File: config.mk
export PLATFORM = sky130hd
export DESIGN_NAME = dcp
export DESIGN_NICKNAME = d
export VERILOG_FILES = /design/src/logic/dcp_pkg.sv /design/src/logic/cmd_scanner.sv /design/src/logic/dcp_core.sv /design/src/logic/hex_emitter.sv /design/src/logic/dcp.sv
export SDC_FILE = /design/constraint.sdc
export NUM_CORES = 1
export LEC_CHECK = 0
export BUFFER_PORTS_ARGS = -buffer_cell sky130_fd_sc_hd__buf_2
export CORE_MARGIN = 1
export CORE_UTILIZATION = 55
export CTS_CLUSTER_DIAMETER = 40
export DETAILED_ROUTE_END_ITERATION = 10
export PLACE_DENSITY = 0.83
export SYNTH_ARGS = -nofsm -noshare
export SYNTH_HDL_FRONTEND = slang
export SYNTH_SLANG_ARGS = --single-unit
File: constraint.sdc
create_clock -name clk -period 2.6 [get_ports clk]
set_input_delay 0.39 -clock clk [delete_from_list [all_inputs] [get_ports clk]]
set_output_delay 0.39 -clock clk [all_outputs]
set_load 0.02 [all_outputs]
File: src/logic/dcp_pkg.sv
package dcp_pkg;

    // decoded command
    typedef enum logic [1:0] {
        op_print,
        op_reg,
        op_dump,
        op_bad
    } opcode_e;

    typedef enum logic [1:0] {
        scan_cmd,   // waiting for the command letter
        scan_arg,   // collecting hex digits
        scan_hold   // command parked until the core takes it
    } scan_state_e;

    typedef enum logic [1:0] {
        core_idle,
        core_fetch,
        core_send,
        core_next
    } core_state_e;

    // ascii codes
    localparam logic [7:0] char_p     = 8'h50;
    localparam logic [7:0] char_r     = 8'h52;
    localparam logic [7:0] char_d     = 8'h44;
    localparam logic [7:0] char_cr    = 8'h0D;
    localparam logic [7:0] char_lf    = 8'h0A;
    localparam logic [7:0] char_space = 8'h20;
    localparam logic [7:0] char_quest = 8'h3F;

    localparam int dump_words = 8;  // words per D command
    localparam int word_step  = 4;  // byte address step
    localparam int hex_digits = 8;  // chars per word and argument digit limit

endpackage

File: src/logic/cmd_scanner.sv
`timescale 1ns/1ps

module cmd_scanner (
    input  logic             clk,
    input  logic             rst,
    input  logic [7:0]       d_rx,
    input  logic             vld_rx,
    output logic             rdy_rx,
    output logic             cmd_valid,
    output dcp_pkg::opcode_e cmd_op,
    output logic [31:0]      cmd_arg,
    input  logic             cmd_ready
);

    dcp_pkg::scan_state_e state;
    logic [3:0] n_digits;   // digits shifted in so far
    logic       rx_fire;
    logic       is_end;
    logic       is_space;
    logic [4:0] hex_dec;
    logic       is_hex;
    logic [3:0] nibble;

    // bit 4 set when c is a hex digit of either case
    function automatic logic [4:0] hex_decode(input logic [7:0] c);
        logic [7:0] v;
        logic       ok;
        ok = 1'b1;
        v  = 8'h00;
        if (c >= "0" && c <= "9") begin
            v = c - 8'h30;
        end else if (c >= "A" && c <= "F") begin
            v = c - 8'h37;
        end else if (c >= "a" && c <= "f") begin
            v = c - 8'h57;
        end else begin
            ok = 1'b0;
        end
        return {ok, v[3:0]};
    endfunction

    assign rdy_rx    = (state != dcp_pkg::scan_hold);
    assign cmd_valid = (state == dcp_pkg::scan_hold);
    assign rx_fire   = vld_rx && rdy_rx;
    assign is_end    = (d_rx == dcp_pkg::char_cr) || (d_rx == dcp_pkg::char_lf);
    assign is_space  = (d_rx == dcp_pkg::char_space);
    assign hex_dec   = hex_decode(d_rx);
    assign is_hex    = hex_dec[4];
    assign nibble    = hex_dec[3:0];

    always_ff @(posedge clk) begin
        if (rst) begin
            state    <= dcp_pkg::scan_cmd;
            n_digits <= '0;
        end else begin
            case (state)
                dcp_pkg::scan_cmd: begin
                    // blanks and stray line ends before a letter are dropped
                    if (rx_fire && !is_end && !is_space) begin
                        n_digits <= '0;
                        state    <= dcp_pkg::scan_arg;
                    end
                end
                dcp_pkg::scan_arg: begin
                    if (rx_fire) begin
                        if (is_end) begin
                            state <= dcp_pkg::scan_hold;
                        end else if (is_hex && n_digits < dcp_pkg::hex_digits) begin
                            n_digits <= n_digits + 4'd1;
                        end
                    end
                end
                default: begin
                    if (cmd_ready) begin
                        state <= dcp_pkg::scan_cmd;
                    end
                end
            endcase
        end
    end

    // opcode and argument registers
    always_ff @(posedge clk) begin
        if (state == dcp_pkg::scan_cmd && rx_fire && !is_end && !is_space) begin
            cmd_arg <= '0;  // no digits means address zero
            case (d_rx)
                dcp_pkg::char_p: cmd_op <= dcp_pkg::op_print;
                dcp_pkg::char_r: cmd_op <= dcp_pkg::op_reg;
                dcp_pkg::char_d: cmd_op <= dcp_pkg::op_dump;
                default:         cmd_op <= dcp_pkg::op_bad;
            endcase
        end else if (state == dcp_pkg::scan_arg && rx_fire && !is_end && !is_space) begin
            if (is_hex && n_digits < dcp_pkg::hex_digits) begin
                cmd_arg <= {cmd_arg[27:0], nibble};
            end else begin
                cmd_op <= dcp_pkg::op_bad;   // junk char or too many digits
            end
        end
    end

    // a parked command must not change under the core
    a_cmd_stable: assert property (@(posedge clk) disable iff (rst)
        cmd_valid && !cmd_ready |=> $stable(cmd_op) && $stable(cmd_arg));

endmodule

File: src/logic/dcp_core.sv
`timescale 1ns/1ps

module dcp_core (
    input  logic             clk,
    input  logic             rst,
    input  logic             cmd_valid,
    input  dcp_pkg::opcode_e cmd_op,
    input  logic [31:0]      cmd_arg,
    output logic             cmd_ready,
    input  logic [31:0]      pc,
    input  logic [31:0]      ir,
    output logic [31:0]      addr,
    input  logic [31:0]      dout_rf,
    input  logic [31:0]      dout_dm,
    output logic             word_valid,
    input  logic             word_ready,
    output logic [31:0]      word_data,
    output logic             word_bad
);

    dcp_pkg::core_state_e state;
    dcp_pkg::opcode_e     op;         // command being run
    logic [$clog2(dcp_pkg::dump_words)-1:0] word_cnt;
    logic                 last_word;
    logic [31:0]          src_data;

    assign cmd_ready  = (state == dcp_pkg::core_idle);
    assign word_valid = (state == dcp_pkg::core_send);

    // the opcode picks the source, so one addr serves rf and dm
    always_comb begin
        case (op)
            dcp_pkg::op_print: src_data = (word_cnt == '0) ? pc : ir;
            dcp_pkg::op_reg:   src_data = dout_rf;
            dcp_pkg::op_dump:  src_data = dout_dm;
            default:           src_data = '0;
        endcase
    end

    always_comb begin
        case (op)
            dcp_pkg::op_print: last_word = (word_cnt == 1);  // pc then ir
            dcp_pkg::op_dump:  last_word = (word_cnt == dcp_pkg::dump_words - 1);
            default:           last_word = 1'b1;
        endcase
    end

    always_ff @(posedge clk) begin
        if (rst) begin
            state    <= dcp_pkg::core_idle;
            op       <= dcp_pkg::op_print;
            word_cnt <= '0;
            addr     <= '0;
        end else begin
            case (state)
                dcp_pkg::core_idle: begin
                    if (cmd_valid) begin
                        op       <= cmd_op;
                        addr     <= cmd_arg;
                        word_cnt <= '0;
                        state    <= dcp_pkg::core_fetch;
                    end
                end
                dcp_pkg::core_fetch: begin
                    state <= dcp_pkg::core_send;   // read data latched here
                end
                dcp_pkg::core_send: begin
                    if (word_ready) begin
                        state <= last_word ? dcp_pkg::core_idle : dcp_pkg::core_next;
                    end
                end
                default: begin
                    word_cnt <= word_cnt + 1'b1;
                    if (op == dcp_pkg::op_dump) begin
                        addr <= addr + 32'(dcp_pkg::word_step);
                    end
                    state <= dcp_pkg::core_fetch;
                end
            endcase
        end
    end

    always_ff @(posedge clk) begin
        if (state == dcp_pkg::core_fetch) begin
            word_data <= src_data;
            word_bad  <= (op == dcp_pkg::op_bad);
        end
    end

    // offered word held until the emitter takes it
    a_word_hold: assert property (@(posedge clk) disable iff (rst)
        word_valid && !word_ready |=> word_valid && $stable(word_data));

endmodule

File: src/logic/hex_emitter.sv
`timescale 1ns/1ps

module hex_emitter (
    input  logic        clk,
    input  logic        rst,
    input  logic        word_valid,
    input  logic [31:0] word_data,
    input  logic        word_bad,
    output logic        word_ready,
    output logic [7:0]  d_tx,
    output logic        vld_tx,
    input  logic        rdy_tx
);

    logic        busy;
    logic        bad;
    logic [31:0] shreg;      // top nibble is the next digit
    logic [3:0]  char_cnt;
    logic [3:0]  tail_pos;   // index of the CR
    logic        tx_fire;
    logic        last_char;

    assign word_ready = !busy;
    assign vld_tx     = busy;
    assign tx_fire    = vld_tx && rdy_tx;
    assign tail_pos   = bad ? 4'd1 : 4'(dcp_pkg::hex_digits);
    assign last_char  = (char_cnt == tail_pos + 4'd1);   // the LF

    always_comb begin
        if (bad && char_cnt == '0) begin
            d_tx = dcp_pkg::char_quest;
        end else if (char_cnt < tail_pos) begin
            // 0x37 + 10 gives uppercase 'A'
            d_tx = (shreg[31:28] < 4'd10) ? {4'h3, shreg[31:28]} : 8'h37 + shreg[31:28];
        end else if (char_cnt == tail_pos) begin
            d_tx = dcp_pkg::char_cr;
        end else begin
            d_tx = dcp_pkg::char_lf;
        end
    end

    always_ff @(posedge clk) begin
        if (rst) begin
            busy     <= 1'b0;
            char_cnt <= '0;
        end else if (!busy) begin
            if (word_valid) begin
                busy     <= 1'b1;
                char_cnt <= '0;
            end
        end else if (tx_fire) begin
            if (last_char) begin
                busy <= 1'b0;
            end
            char_cnt <= char_cnt + 4'd1;
        end
    end

    always_ff @(posedge clk) begin
        if (word_valid && word_ready) begin
            shreg <= word_data;
            bad   <= word_bad;
        end else if (tx_fire) begin
            shreg <= shreg << 4;   // next nibble up
        end
    end

    // byte held under back-pressure
    a_tx_hold: assert property (@(posedge clk) disable iff (rst)
        vld_tx && !rdy_tx |=> vld_tx && $stable(d_tx));

endmodule

File: src/logic/dcp.sv
`timescale 1ns/1ps

module dcp (
    input  logic        clk,
    input  logic        rst,
    // receive byte stream
    input  logic [7:0]  d_rx,
    input  logic        vld_rx,
    output logic        rdy_rx,
    // transmit byte stream
    output logic [7:0]  d_tx,
    output logic        vld_tx,
    input  logic        rdy_tx,
    // cpu status
    input  logic [31:0] pc,
    input  logic [31:0] ir,
    output logic [31:0] addr,     // shared by rf and dm
    input  logic [31:0] dout_rf,
    input  logic [31:0] dout_dm
);

    logic             cmd_valid;
    logic             cmd_ready;
    dcp_pkg::opcode_e cmd_op;
    logic [31:0]      cmd_arg;
    logic             word_valid;
    logic             word_ready;
    logic [31:0]      word_data;
    logic             word_bad;

    cmd_scanner u_scanner (
        .clk       (clk),
        .rst       (rst),
        .d_rx      (d_rx),
        .vld_rx    (vld_rx),
        .rdy_rx    (rdy_rx),
        .cmd_valid (cmd_valid),
        .cmd_op    (cmd_op),
        .cmd_arg   (cmd_arg),
        .cmd_ready (cmd_ready)
    );

    dcp_core u_core (
        .clk        (clk),
        .rst        (rst),
        .cmd_valid  (cmd_valid),
        .cmd_op     (cmd_op),
        .cmd_arg    (cmd_arg),
        .cmd_ready  (cmd_ready),
        .pc         (pc),
        .ir         (ir),
        .addr       (addr),
        .dout_rf    (dout_rf),
        .dout_dm    (dout_dm),
        .word_valid (word_valid),
        .word_ready (word_ready),
        .word_data  (word_data),
        .word_bad   (word_bad)
    );

    hex_emitter u_emitter (
        .clk        (clk),
        .rst        (rst),
        .word_valid (word_valid),
        .word_data  (word_data),
        .word_bad   (word_bad),
        .word_ready (word_ready),
        .d_tx       (d_tx),
        .vld_tx     (vld_tx),
        .rdy_tx     (rdy_tx)
    );

endmodule

==> results of run 1 <==
synth_stat cells (all sizes together), types with 18 or more instances:
library cell,instances,share of area (%)
ha,18,2.7
edfxtp,68,24
dfxtp,82,19
nor2,72,3.2
buf,21,1.3
or4,21,1.9
o21ai,65,3.8
clkbuf,54,2.4
mux2i,39,4.6
nand2,197,8.7
nand3,49,2.9
o211ai,26,2.3
a21oi,87,5.1
and2,19,1.4
inv,19,0.84
metrics by stage:
stage	hold WS [ps]	total power [mW]	std cells	instance area, sq um
after floorplan	400	3.08	1009	8460
after global placement	407	3.33	1325	9530
after detailed placement	412	3.34	1325	9530
after CTS	229	5.77	1357	10100
after global routing	238	5.95	1357	10100
final	241	5.76	1357	10100
cell type report:
cell class | count | area [sq um]
inverter | 21 | 78.8
timing repair buffer | 207 | 1130
fill | 1177 | 4630
clock buffer | 21 | 460
multi-input combinational | 763 | 4410
sequential | 150 | 3680
tap | 184 | 230
clock inverter | 11 | 130
worst max-delay path, cell delays in order, from the launching register on:
cell	delay, ps
edfxtp_1	450
o21ai_0	400
nor2_1	80
a21oi_1	120
o21ai_0	80
or2_2	280
buf_2	160
cell usage in the layout (no fill, tap or decap), types with 9 or more instances in the layout:
cell type / netlist / layout
nand3_1: 49 / 49
a211oi_1: 9 / 9
inv_1: 19 / 19
ha_1: 18 / 17
or4_1: 21 / 21
nand4_1: 10 / 10
buf_2: 13 / 180
a31oi_1: 14 / 14
o211ai_1: 26 / 26
o21ai_0: 65 / 65
nor2_1: 72 / 72
mux2i_1: 39 / 39
edfxtp_1: 68 / 68
a311o_1: 13 / 13
dfxtp_1: 82 / 81
and2_1: 19 / 19
clkbuf_16: 0 / 17
a21oi_1: 87 / 85
and3_1: 14 / 14
nor3_1: 13 / 13
buf_4: 1 / 25
nand2_1: 197 / 197
metal layers:
layer	up-vias	share of wire, %	global-route usage [%]
met5	-	0	0
met2	321	46	42.8
met1	3698	46	39.6
li1	3976	-	-
met3	30	7.0	5.18
met4	0	1.6	9.71
kinds of logic after synthesis:
kind of cell	share of synthesized area [%]
fa+ha+maj	2.66
xor+xnor	0.103
mux	4.61
flops	43.5
simple gates	24.3
other cells	0.0443
buf+inv	4.60
compound gates	20.1
worst min path at each step:
stage                            to  slack (ps)  depth (start not counted)
3_5_place_dp          u_emitter.bad         410                          0
3_3_place_gp          u_emitter.bad         410                          0
6_report        u_core.word_data[7]         240                          3
5_1_grt        u_core.word_data[20]         240                          3
2_1_floorplan         u_emitter.bad         400                          0
4_1_cts        u_core.word_data[21]         230                          3
report_power, final:
group,total (mW),internal (mW),switching [mW]
Clock,2.47,1.54,0.923
Sequential,2.58,2.56,0.0256
Combinational,0.718,0.284,0.434
Total,5.76,4.38,1.38
==> key figures, run 1 <==
Worst setup path
  • WP data arrival: around 2000 ps
  • CP endpoint: d_tx[1]
  • Worst R2R Path Depth: 8
  • Flop-to-flop setup slack: 290 ps
  • Worst Path Required: 2210 ps
  • Crit Path Max Fanout: 4
  • Worst setup path class: register to output pin
  • Critical R2R Capture: u_core.addr[29]
  • Critical Path Source Type: register
  • CP endpoint kind: output pin
  • R2R Path Start: u_core.state[1]
  • Worst setup path startpoint: u_emitter.shreg[29]

Synth
  • Yosys cell types: 67
  • Syn Nets: 1167
  • Async S/R FF share, synth: 0%
  • Seq/Total Area, Yosys: 43.5%
  • Syn avg cell area: ~8.4 sq um
  • Yosys reg bits: 150
  • Cell area after synthesis: roughly 8500 sq um
  • Synth warn: 0
  • Synth Instances: a little over 1000
  • Ys flop type: dfxtp_1
  • EDFF count, synth: 68

Die
  • Core area: 14800 sq um
  • Full die area: 15900 sq um
  • Starting Density: between 50 and 60%
  • Die width: 126 um
  • Chip height: between 100 and 150 um
  • Row count: 44
  • Top-level I/O count: 182

Power and ir drop
  • P_leak: between 4 and 5 nW
  • PD cells: 569 nW/um^2
  • Worst vdd ir: 477 uV

Timing
  • Max Clock Skew: a little under 10 ps
  • Fin Setup TNS: 0 ps
  • Max-slew headroom: 46.3%
  • Final worst slack: 228 ps
  • Max Freq: 0.422 GHz
  • Final hold vios: 0
  • Measured slew at the worst slew-check pin: 806 ps
  • Final setup violation count: 0
  • RSZ-0062 raised after global routing: no
  • Fin crit share: 91.2%
  • Final Max Slew Viols: 0
  • Fin crit period: between 2000 and 2500 ps

Finish
  • Final core utilization: 68.6%
  • Area Growth Syn to Fin: 19.6%
  • Antenna Cells: 0
  • Layout Nets: roughly 1300
  • Fraction of layout cells with a size suffix above 1: 21.5%

Run
  • Max_cap viols: 0

Hold path
  • HP Class: input port to register
  • Min-delay src: dout_rf[7]

Placed design
  • IO Port Bufs: between 150 and 200
  • Dpl hpwl: roughly 15000 um
  • Pre-CTS setup slack: 206 ps
  • Gpl congestion: 0.867

GRT
  • Vias in the first global route: about 7300
  • First-pass GRT wire length: 35600 um
  • Grt ovf: 0
  • Initial antenna violation count: 0
  • Largest net degree at the start of global routing: 71
  • GRT Util Overall: 28.0%

Clock network
  • CTS tree: yes
  • # H-tree levels: 4
  • Worst-Skew Late Latency: 420 ps
  • Post-cts hold buffer count: 0
  • PostCTS Resize Cnt: 0
  • Number of setup buffers added after CTS: 0
  • Maximum buffer depth of the clock tree: 2
  • Clock transition at the registers of the reported paths: 60 ps
  • Root Buffer: clkbuf_16
  • Sink Count: 150
  • CTS buffer count: 17

Drt
  • Remaining antenna violation count after routing: 0
  • Vias/cell: 5.91
  • Drt wl/cell: 16.3 um
  • DRC Markers: 0
  • Via count: 8025
  • Iteration-0 DRC count of the detailed router: 738
  • DR pass1 iterations: 5
  • Final wirelength: between 20000 and 25000 um

Status
  • Outcome: finished clean
(Power assumes the default switching activity.)
==> inputs of run 2 (changes only) <==
- BUFFER_PORTS_ARGS: -buffer_cell sky130_fd_sc_hd__buf_2 -> unset
- DONT_BUFFER_PORTS: unset -> 1
- PLACE_DENSITY: 0.83 -> 0.73
==> key figures, run 2 (synthesis gave the netlist of run 1 again) <==
Power and ir drop
  • Worst vdd ir: 534 uV (+12%)
  • Reg power frac: 45.5% (+0.7 points)
  • PnR Total Power: 5.66 mW (-1.7%)
  • Net Switching: 1.45 mW (+5.1%)
  • Int Pwr: 4.21 mW (-3.9%)
  • P_leak: 3.60 nW (-16%)
  • Combinational Power Share: 10.5% (-1.9 points)
  • Clock share of power: 44.0% (+1.2 points)
  • PD cells: 605 nW/um^2 (+6.3%)
  • Switching Fraction: 25.6% (+1.7 points)

Worst setup path
  • Worst Path Required: 2960 ps (+750 ps)
  • Cell Chain, Critical Path: inv_1, ha_2, or3b_1, a21o_1, buf_4, or3_1, a31oi_1
  • Crit Path Max Fanout: 21 (+17)
  • Flop-to-flop setup slack: 230 ps (-60 ps)
  • Critical Path Source Type: register
  • Worst R2R Path Depth: 7 (-1)
  • Critical R2R Capture: u_core.addr[2]
  • WP data arrival: 2730 ps (+750 ps)
  • Slowest Stage Delay on Critical Path: 460 ps (about the same)
  • Worst setup path startpoint: u_core.state[1]
  • Worst setup path class: register to register
  • Slowest cell on the critical path: a21o_1
  • CP endpoint kind: register
  • R2R Path Start: u_core.state[1]

Placed design
  • IO Port Bufs: 0 (-100%)
  • Dpl hpwl: 13900 um (-8.9%)
  • Gpl congestion: 0.839 (-3.2%)
  • Placed Area: 8760 sq um (-8.1%)

Clock network
  • CTS buffer count: 17 (unchanged)
  • Sink Count: 150 (unchanged)
  • Post-cts hold buffer count: 0 (unchanged)
  • CTS tree: yes
  • # H-tree levels: 4 (unchanged)
  • PostCTS Resize Cnt: 0 (unchanged)
  • Clock transition at the registers of the reported paths: 60 ps (about the same)
  • Worst-Skew Late Latency: 430 ps (about the same)
  • Root Buffer: clkbuf_16
  • Maximum buffer depth of the clock tree: 2 (unchanged)
  • Number of setup buffers added after CTS: 0 (unchanged)

Timing
  • Post-Route Hold Slack: 19.2 ps (-222 ps)
  • Final Max Slew Viols: 0 (unchanged)
  • Max Clock Skew: 8.67 ps (-1.25 ps)
  • Max-slew headroom: 21.5% (-25 points)
  • RSZ-0062 raised after global routing: no
  • Max Freq: 0.421 GHz (about the same)
  • Final hold vios: 0 (unchanged)
  • Final setup violation count: 0 (unchanged)
  • Measured slew at the worst slew-check pin: 1170 ps (+367 ps)
  • Fin crit period: 2370 ps (+1.40 ps)
  • Fin Setup TNS: 0 ps (unchanged)
  • Fin crit share: 91.3% (about the same)

GRT
  • Vias in the first global route: 6667 (-8.1%)
  • First-pass GRT wire length: 33400 um (-6.4%)
  • Grt ovf: 0 (unchanged)
  • Initial antenna violation count: 0 (unchanged)
  • Largest net degree at the start of global routing: 57 (-20%)
  • GRT Util Overall: 26.2% (-1.7 points)

Hold path
  • HP Class: input port to register
  • Min-delay src: rst
  • Worst hold path depth: 1 (-2)
  • Min-Delay Endpoint: u_core.addr[23]

Drt
  • DR pass1 iterations: 5 (unchanged)
  • Iteration-0 DRC count of the detailed router: 765 (+3.7%)
  • Final wirelength: 20600 um (-6.9%)
  • Via count: 7400 (-7.8%)
  • Drt wl/cell: 17.3 um (+6.1%)
  • Remaining antenna violation count after routing: 0 (unchanged)
  • Vias/cell: 6.21 (+5.1%)
  • DRC Markers: 0 (unchanged)

Finish
  • Area Growth Syn to Fin: 10.6%
  • Layout Nets: 1152 (-13%)
  • Fraction of layout cells with a size suffix above 1: 9.04% (-12 points)
  • Commonest cells after routing, fill and taps aside: nand2_1, a21oi_1, dfxtp_1, nor2_1, edfxtp_1
  • Fill cells: 1253 (+6.5%)
  • FF/Latch Area: 3680 sq um (unchanged)
  • Antenna Cells: 0 (unchanged)
  • Finished Cell Area: 9360 sq um (-7.6%)
  • Area occupied by multi-input gates: 4410 sq um (unchanged)
  • Commonest non-fill, non-tap cell in the layout: nand2_1

Die
  • Row count: 44 (unchanged)
  • Chip height: 126 um (unchanged)
  • Die width: 126 um (unchanged)
  • Top-level I/O count: 182 (unchanged)
  • Full die area: 15900 sq um (unchanged)
  • Starting Density: 57.4% (unchanged)
  • Core area: 14800 sq um (unchanged)

Status
  • Outcome: finished clean

Run
  • Max_cap viols: 0 (unchanged)
-- run 2: cell count changes in the layout (fill, tap and decap cells not counted), moves of 4 or more --
cell,before,now
buf_2,180,0
buf_4,25,37
inv_6,0,5
clkinv_1,6,2
clkinv_4,0,4
-- run 2: critical path: cells and delay by family, from the launching register on --
kind	cells	cell delay, ps
simple gates	2	710
flops	1	370
compound gates	2	620
fa+ha+maj	1	240
buf+inv	2	370
-- run 2: worst max-delay path by stage --
stage	to	slack, ps	depth (start not counted)
2_1_floorplan	u_scanner.cmd_op[0]	340	9
3_3_place_gp	u_scanner.cmd_op[0]	270	8
3_5_place_dp	u_scanner.cmd_op[0]	210	8
4_1_cts	u_core.addr[2]	240	7
5_1_grt	u_core.addr[10]	70	7
6_report	u_core.addr[2]	230	7
-- run 2: stage by stage --
stage          setup slack, ps  instances  util [%]
2_1_floorplan              344       1009         -
3_3_place_gp               273       1159      59.4
3_5_place_dp               212       1159      59.4
4_1_cts                    239       1191      63.4
5_1_grt                   70.5       1191      63.4
6_report                   227       1191      63.4
-- run 2: cell type report --
cell class | count | area share, %
Tap cell | 184 | 2.46
Inverter | 21 | 0.842
Multi-Input combinational cell | 763 | 47.1
Clock inverter | 14 | 1.76
Timing Repair Buffer | 41 | 3.82
Clock buffer | 18 | 4.59
Sequential cell | 150 | 39.4
-- run 2: metal layers --
| layer | global-route usage [%] | part of all wire [%] | vias to the layer above |
|---|---|---|---|
| met2 | 40.5 | 46 | 277 |
| met1 | 36.6 | 46 | 3441 |
| li1 | - | - | 3658 |
| met4 | 8.22 | 1.2 | 0 |
| met3 | 5.86 | 7.3 | 24 |
| met5 | 0 | 0 | - |
-- run 2: power groups by stage --
stage | clock network (mW) | logic (mW) | registers (mW)
floorplan | 0 | 0.464 | 2.62
global placement | 0 | 0.579 | 2.63
finish | 2.49 | 0.594 | 2.58
global route | 2.61 | 0.659 | 2.58
CTS | 2.52 | 0.594 | 2.58
detailed placement | 0 | 0.590 | 2.63
==> inputs of run 3 (changes only) <==
- PLACE_DENSITY: 0.73 -> 0.72
==> key figures, run 3 (synthesis gave the netlist of run 1 again) <==
Status
  • Outcome: finished clean

GRT
  • Vias in the first global route: 6578 (-1.3%)
  • Largest net degree at the start of global routing: 70 (+23%)
  • GRT Util Overall: 25.9% (-0.34 points)
  • Initial antenna violation count: 0 (unchanged)
  • Grt ovf: 0 (unchanged)
  • First-pass GRT wire length: 32800 um (-1.6%)

Die
  • Starting Density: 57.4% (unchanged)
  • Top-level I/O count: 182 (unchanged)
  • Core area: 14800 sq um (unchanged)
  • Row count: 44 (unchanged)
  • Full die area: 15900 sq um (unchanged)
  • Chip height: 126 um (unchanged)
  • Die width: 126 um (unchanged)

Timing
  • Fin crit share: 93.8% (+2.6 points)
  • Max Clock Skew: 6.59 ps (-2.08 ps)
  • Final setup violation count: 0 (unchanged)
  • Max Freq: 0.410 GHz (-2.7%)
  • Final Max Slew Viols: 0 (unchanged)
  • Measured slew at the worst slew-check pin: 1200 ps (+32.4 ps)
  • Fin crit period: 2440 ps (+66.5 ps)
  • Final hold vios: 0 (unchanged)
  • Fin Setup TNS: 0 ps (unchanged)
  • Max-slew headroom: 19.3% (-2.2 points)
  • RSZ-0062 raised after global routing: no

Clock network
  • # H-tree levels: 4 (unchanged)
  • Sink Count: 150 (unchanged)
  • Worst-Skew Late Latency: 430 ps (about the same)
  • Number of setup buffers added after CTS: 0 (unchanged)
  • PostCTS Resize Cnt: 0 (unchanged)
  • CTS tree: yes
  • Post-cts hold buffer count: 0 (unchanged)
  • CTS buffer count: 17 (unchanged)
  • Maximum buffer depth of the clock tree: 2 (unchanged)
  • Clock transition at the registers of the reported paths: 60 ps (about the same)
  • Root Buffer: clkbuf_16

Power and ir drop
  • Int Pwr: 4.20 mW (-0.19%)
  • PD cells: 606 nW/um^2 (+0.18%)
  • Switching Fraction: 25.5% (-0.098 points)
  • Combinational Power Share: 10.4% (about the same)
  • Reg power frac: 45.7% (+0.2 points)
  • Worst vdd ir: 527 uV (-1.3%)
  • Net Switching: 1.44 mW (-0.70%)
  • P_leak: 3.59 nW (-0.49%)
  • Clock share of power: 43.9% (about the same)

Drt
  • Drt wl/cell: 17.1 um (-1.2%)
  • Via count: 7433 (+0.45%)
  • DRC Markers: 0 (unchanged)
  • Remaining antenna violation count after routing: 0 (unchanged)
  • DR pass1 iterations: 5 (unchanged)
  • Vias/cell: 6.25 (+0.53%)
  • Iteration-0 DRC count of the detailed router: 767 (+0.26%)
  • Final wirelength: 20300 um (-1.3%)

Worst setup path
  • Crit Path Max Fanout: 22 (+4.8%)
  • Critical Path Source Type: register
  • CP endpoint kind: register
  • Worst Path Required: 2920 ps (-40 ps)
  • Worst setup path class: register to register
  • WP data arrival: 2760 ps (+30 ps)

Finish
  • Commonest cells after routing, fill and taps aside: nand2_1, a21oi_1, dfxtp_1, nor2_1, edfxtp_1
  • Commonest non-fill, non-tap cell in the layout: nand2_1
  • Fraction of layout cells with a size suffix above 1: 8.95% (-0.090 points)
  • Non-filler cells, final: 1190 (-0.084%)
  • Fill cells: 1259 (+0.48%)
  • Antenna Cells: 0 (unchanged)
  • Area Growth Syn to Fin: 10.0%
  • Layout Nets: 1151 (-0.087%)

Placed design
  • DP Cell Count: 1158 (-0.086%)
  • Dpl hpwl: 13700 um (-0.85%)
  • Gpl congestion: 0.812 (-3.2%)
  • IO Port Bufs: 0 (unchanged)

Run
  • Max_cap viols: 0 (unchanged)

Hold path
  • HP Class: input port to register
==> run 3: metrics by stage <==
| stage | hold slack [ps] | setup slack (ps) | util [%] | area (sq um) | total power, mW |
|---|---|---|---|---|---|
| 6_report | 23.8 | 160 | 63.1 | 9310 | 5.65 |
| 5_1_grt | 6.97 | 23.8 | 63.1 | 9310 | 5.84 |
| 4_1_cts | 6.56 | 188 | 63.1 | 9310 | 5.67 |
| 3_5_place_dp | 410 | 191 | 59.1 | 8720 | 3.21 |
| 3_3_place_gp | 403 | 264 | 59.1 | 8720 | 3.20 |
| 2_1_floorplan | 400 | 344 | - | 8460 | 3.08 |
==> run 3: per-layer routing <==
layer	up-vias	track usage [%]	share of wire (%)
li1	3654	-	-
met1	3447	36.3	46
met2	306	38.4	44
met3	26	7.09	8.0
met4	0	8.58	1.4
met5	-	0	0
==> run 3: final cells by class <==
cell class	count	area, sq um	share of cell area, %
Clock buffer	17	425	4.57
Clock inverter	15	168	1.80
Inverter	21	78.8	0.847
Multi-Input combinational cell	763	4410	47.4
Sequential cell	150	3680	39.6
Tap cell	184	230	2.47
Timing Repair Buffer	40	313	3.36
==> run 3: power groups by stage <==
stage / sequential, mW / clock (mW) / combinational (mW)
2_1_floorplan: 2.62 / 0 / 0.464
3_3_place_gp: 2.63 / 0 / 0.572
3_5_place_dp: 2.63 / 0 / 0.583
4_1_cts: 2.58 / 2.51 / 0.585
5_1_grt: 2.58 / 2.61 / 0.648
6_report: 2.58 / 2.48 / 0.586
==> run 3: worst paths after layout <==
path	from	endpoint	slack [ps]	cells past startpoint
worst max register to register	u_core.state[0]	u_core.addr[7]	160	9
worst min-delay path	rst	u_emitter.char_cnt[2]	20	1
worst min register to register	u_core.word_bad	u_emitter.bad	440	0
worst max-delay path	u_core.state[0]	u_core.addr[7]	160	9
==> run 3: worst max-delay path, stage by stage, from the launching register on <==
cell,delay (ps)
dfxtp_1,310
inv_1,130
ha_2,210
buf_4,190
nand3b_1,230
a21o_1,500
buf_4,270
buf_4,150
o21a_1,180
o21a_1,160
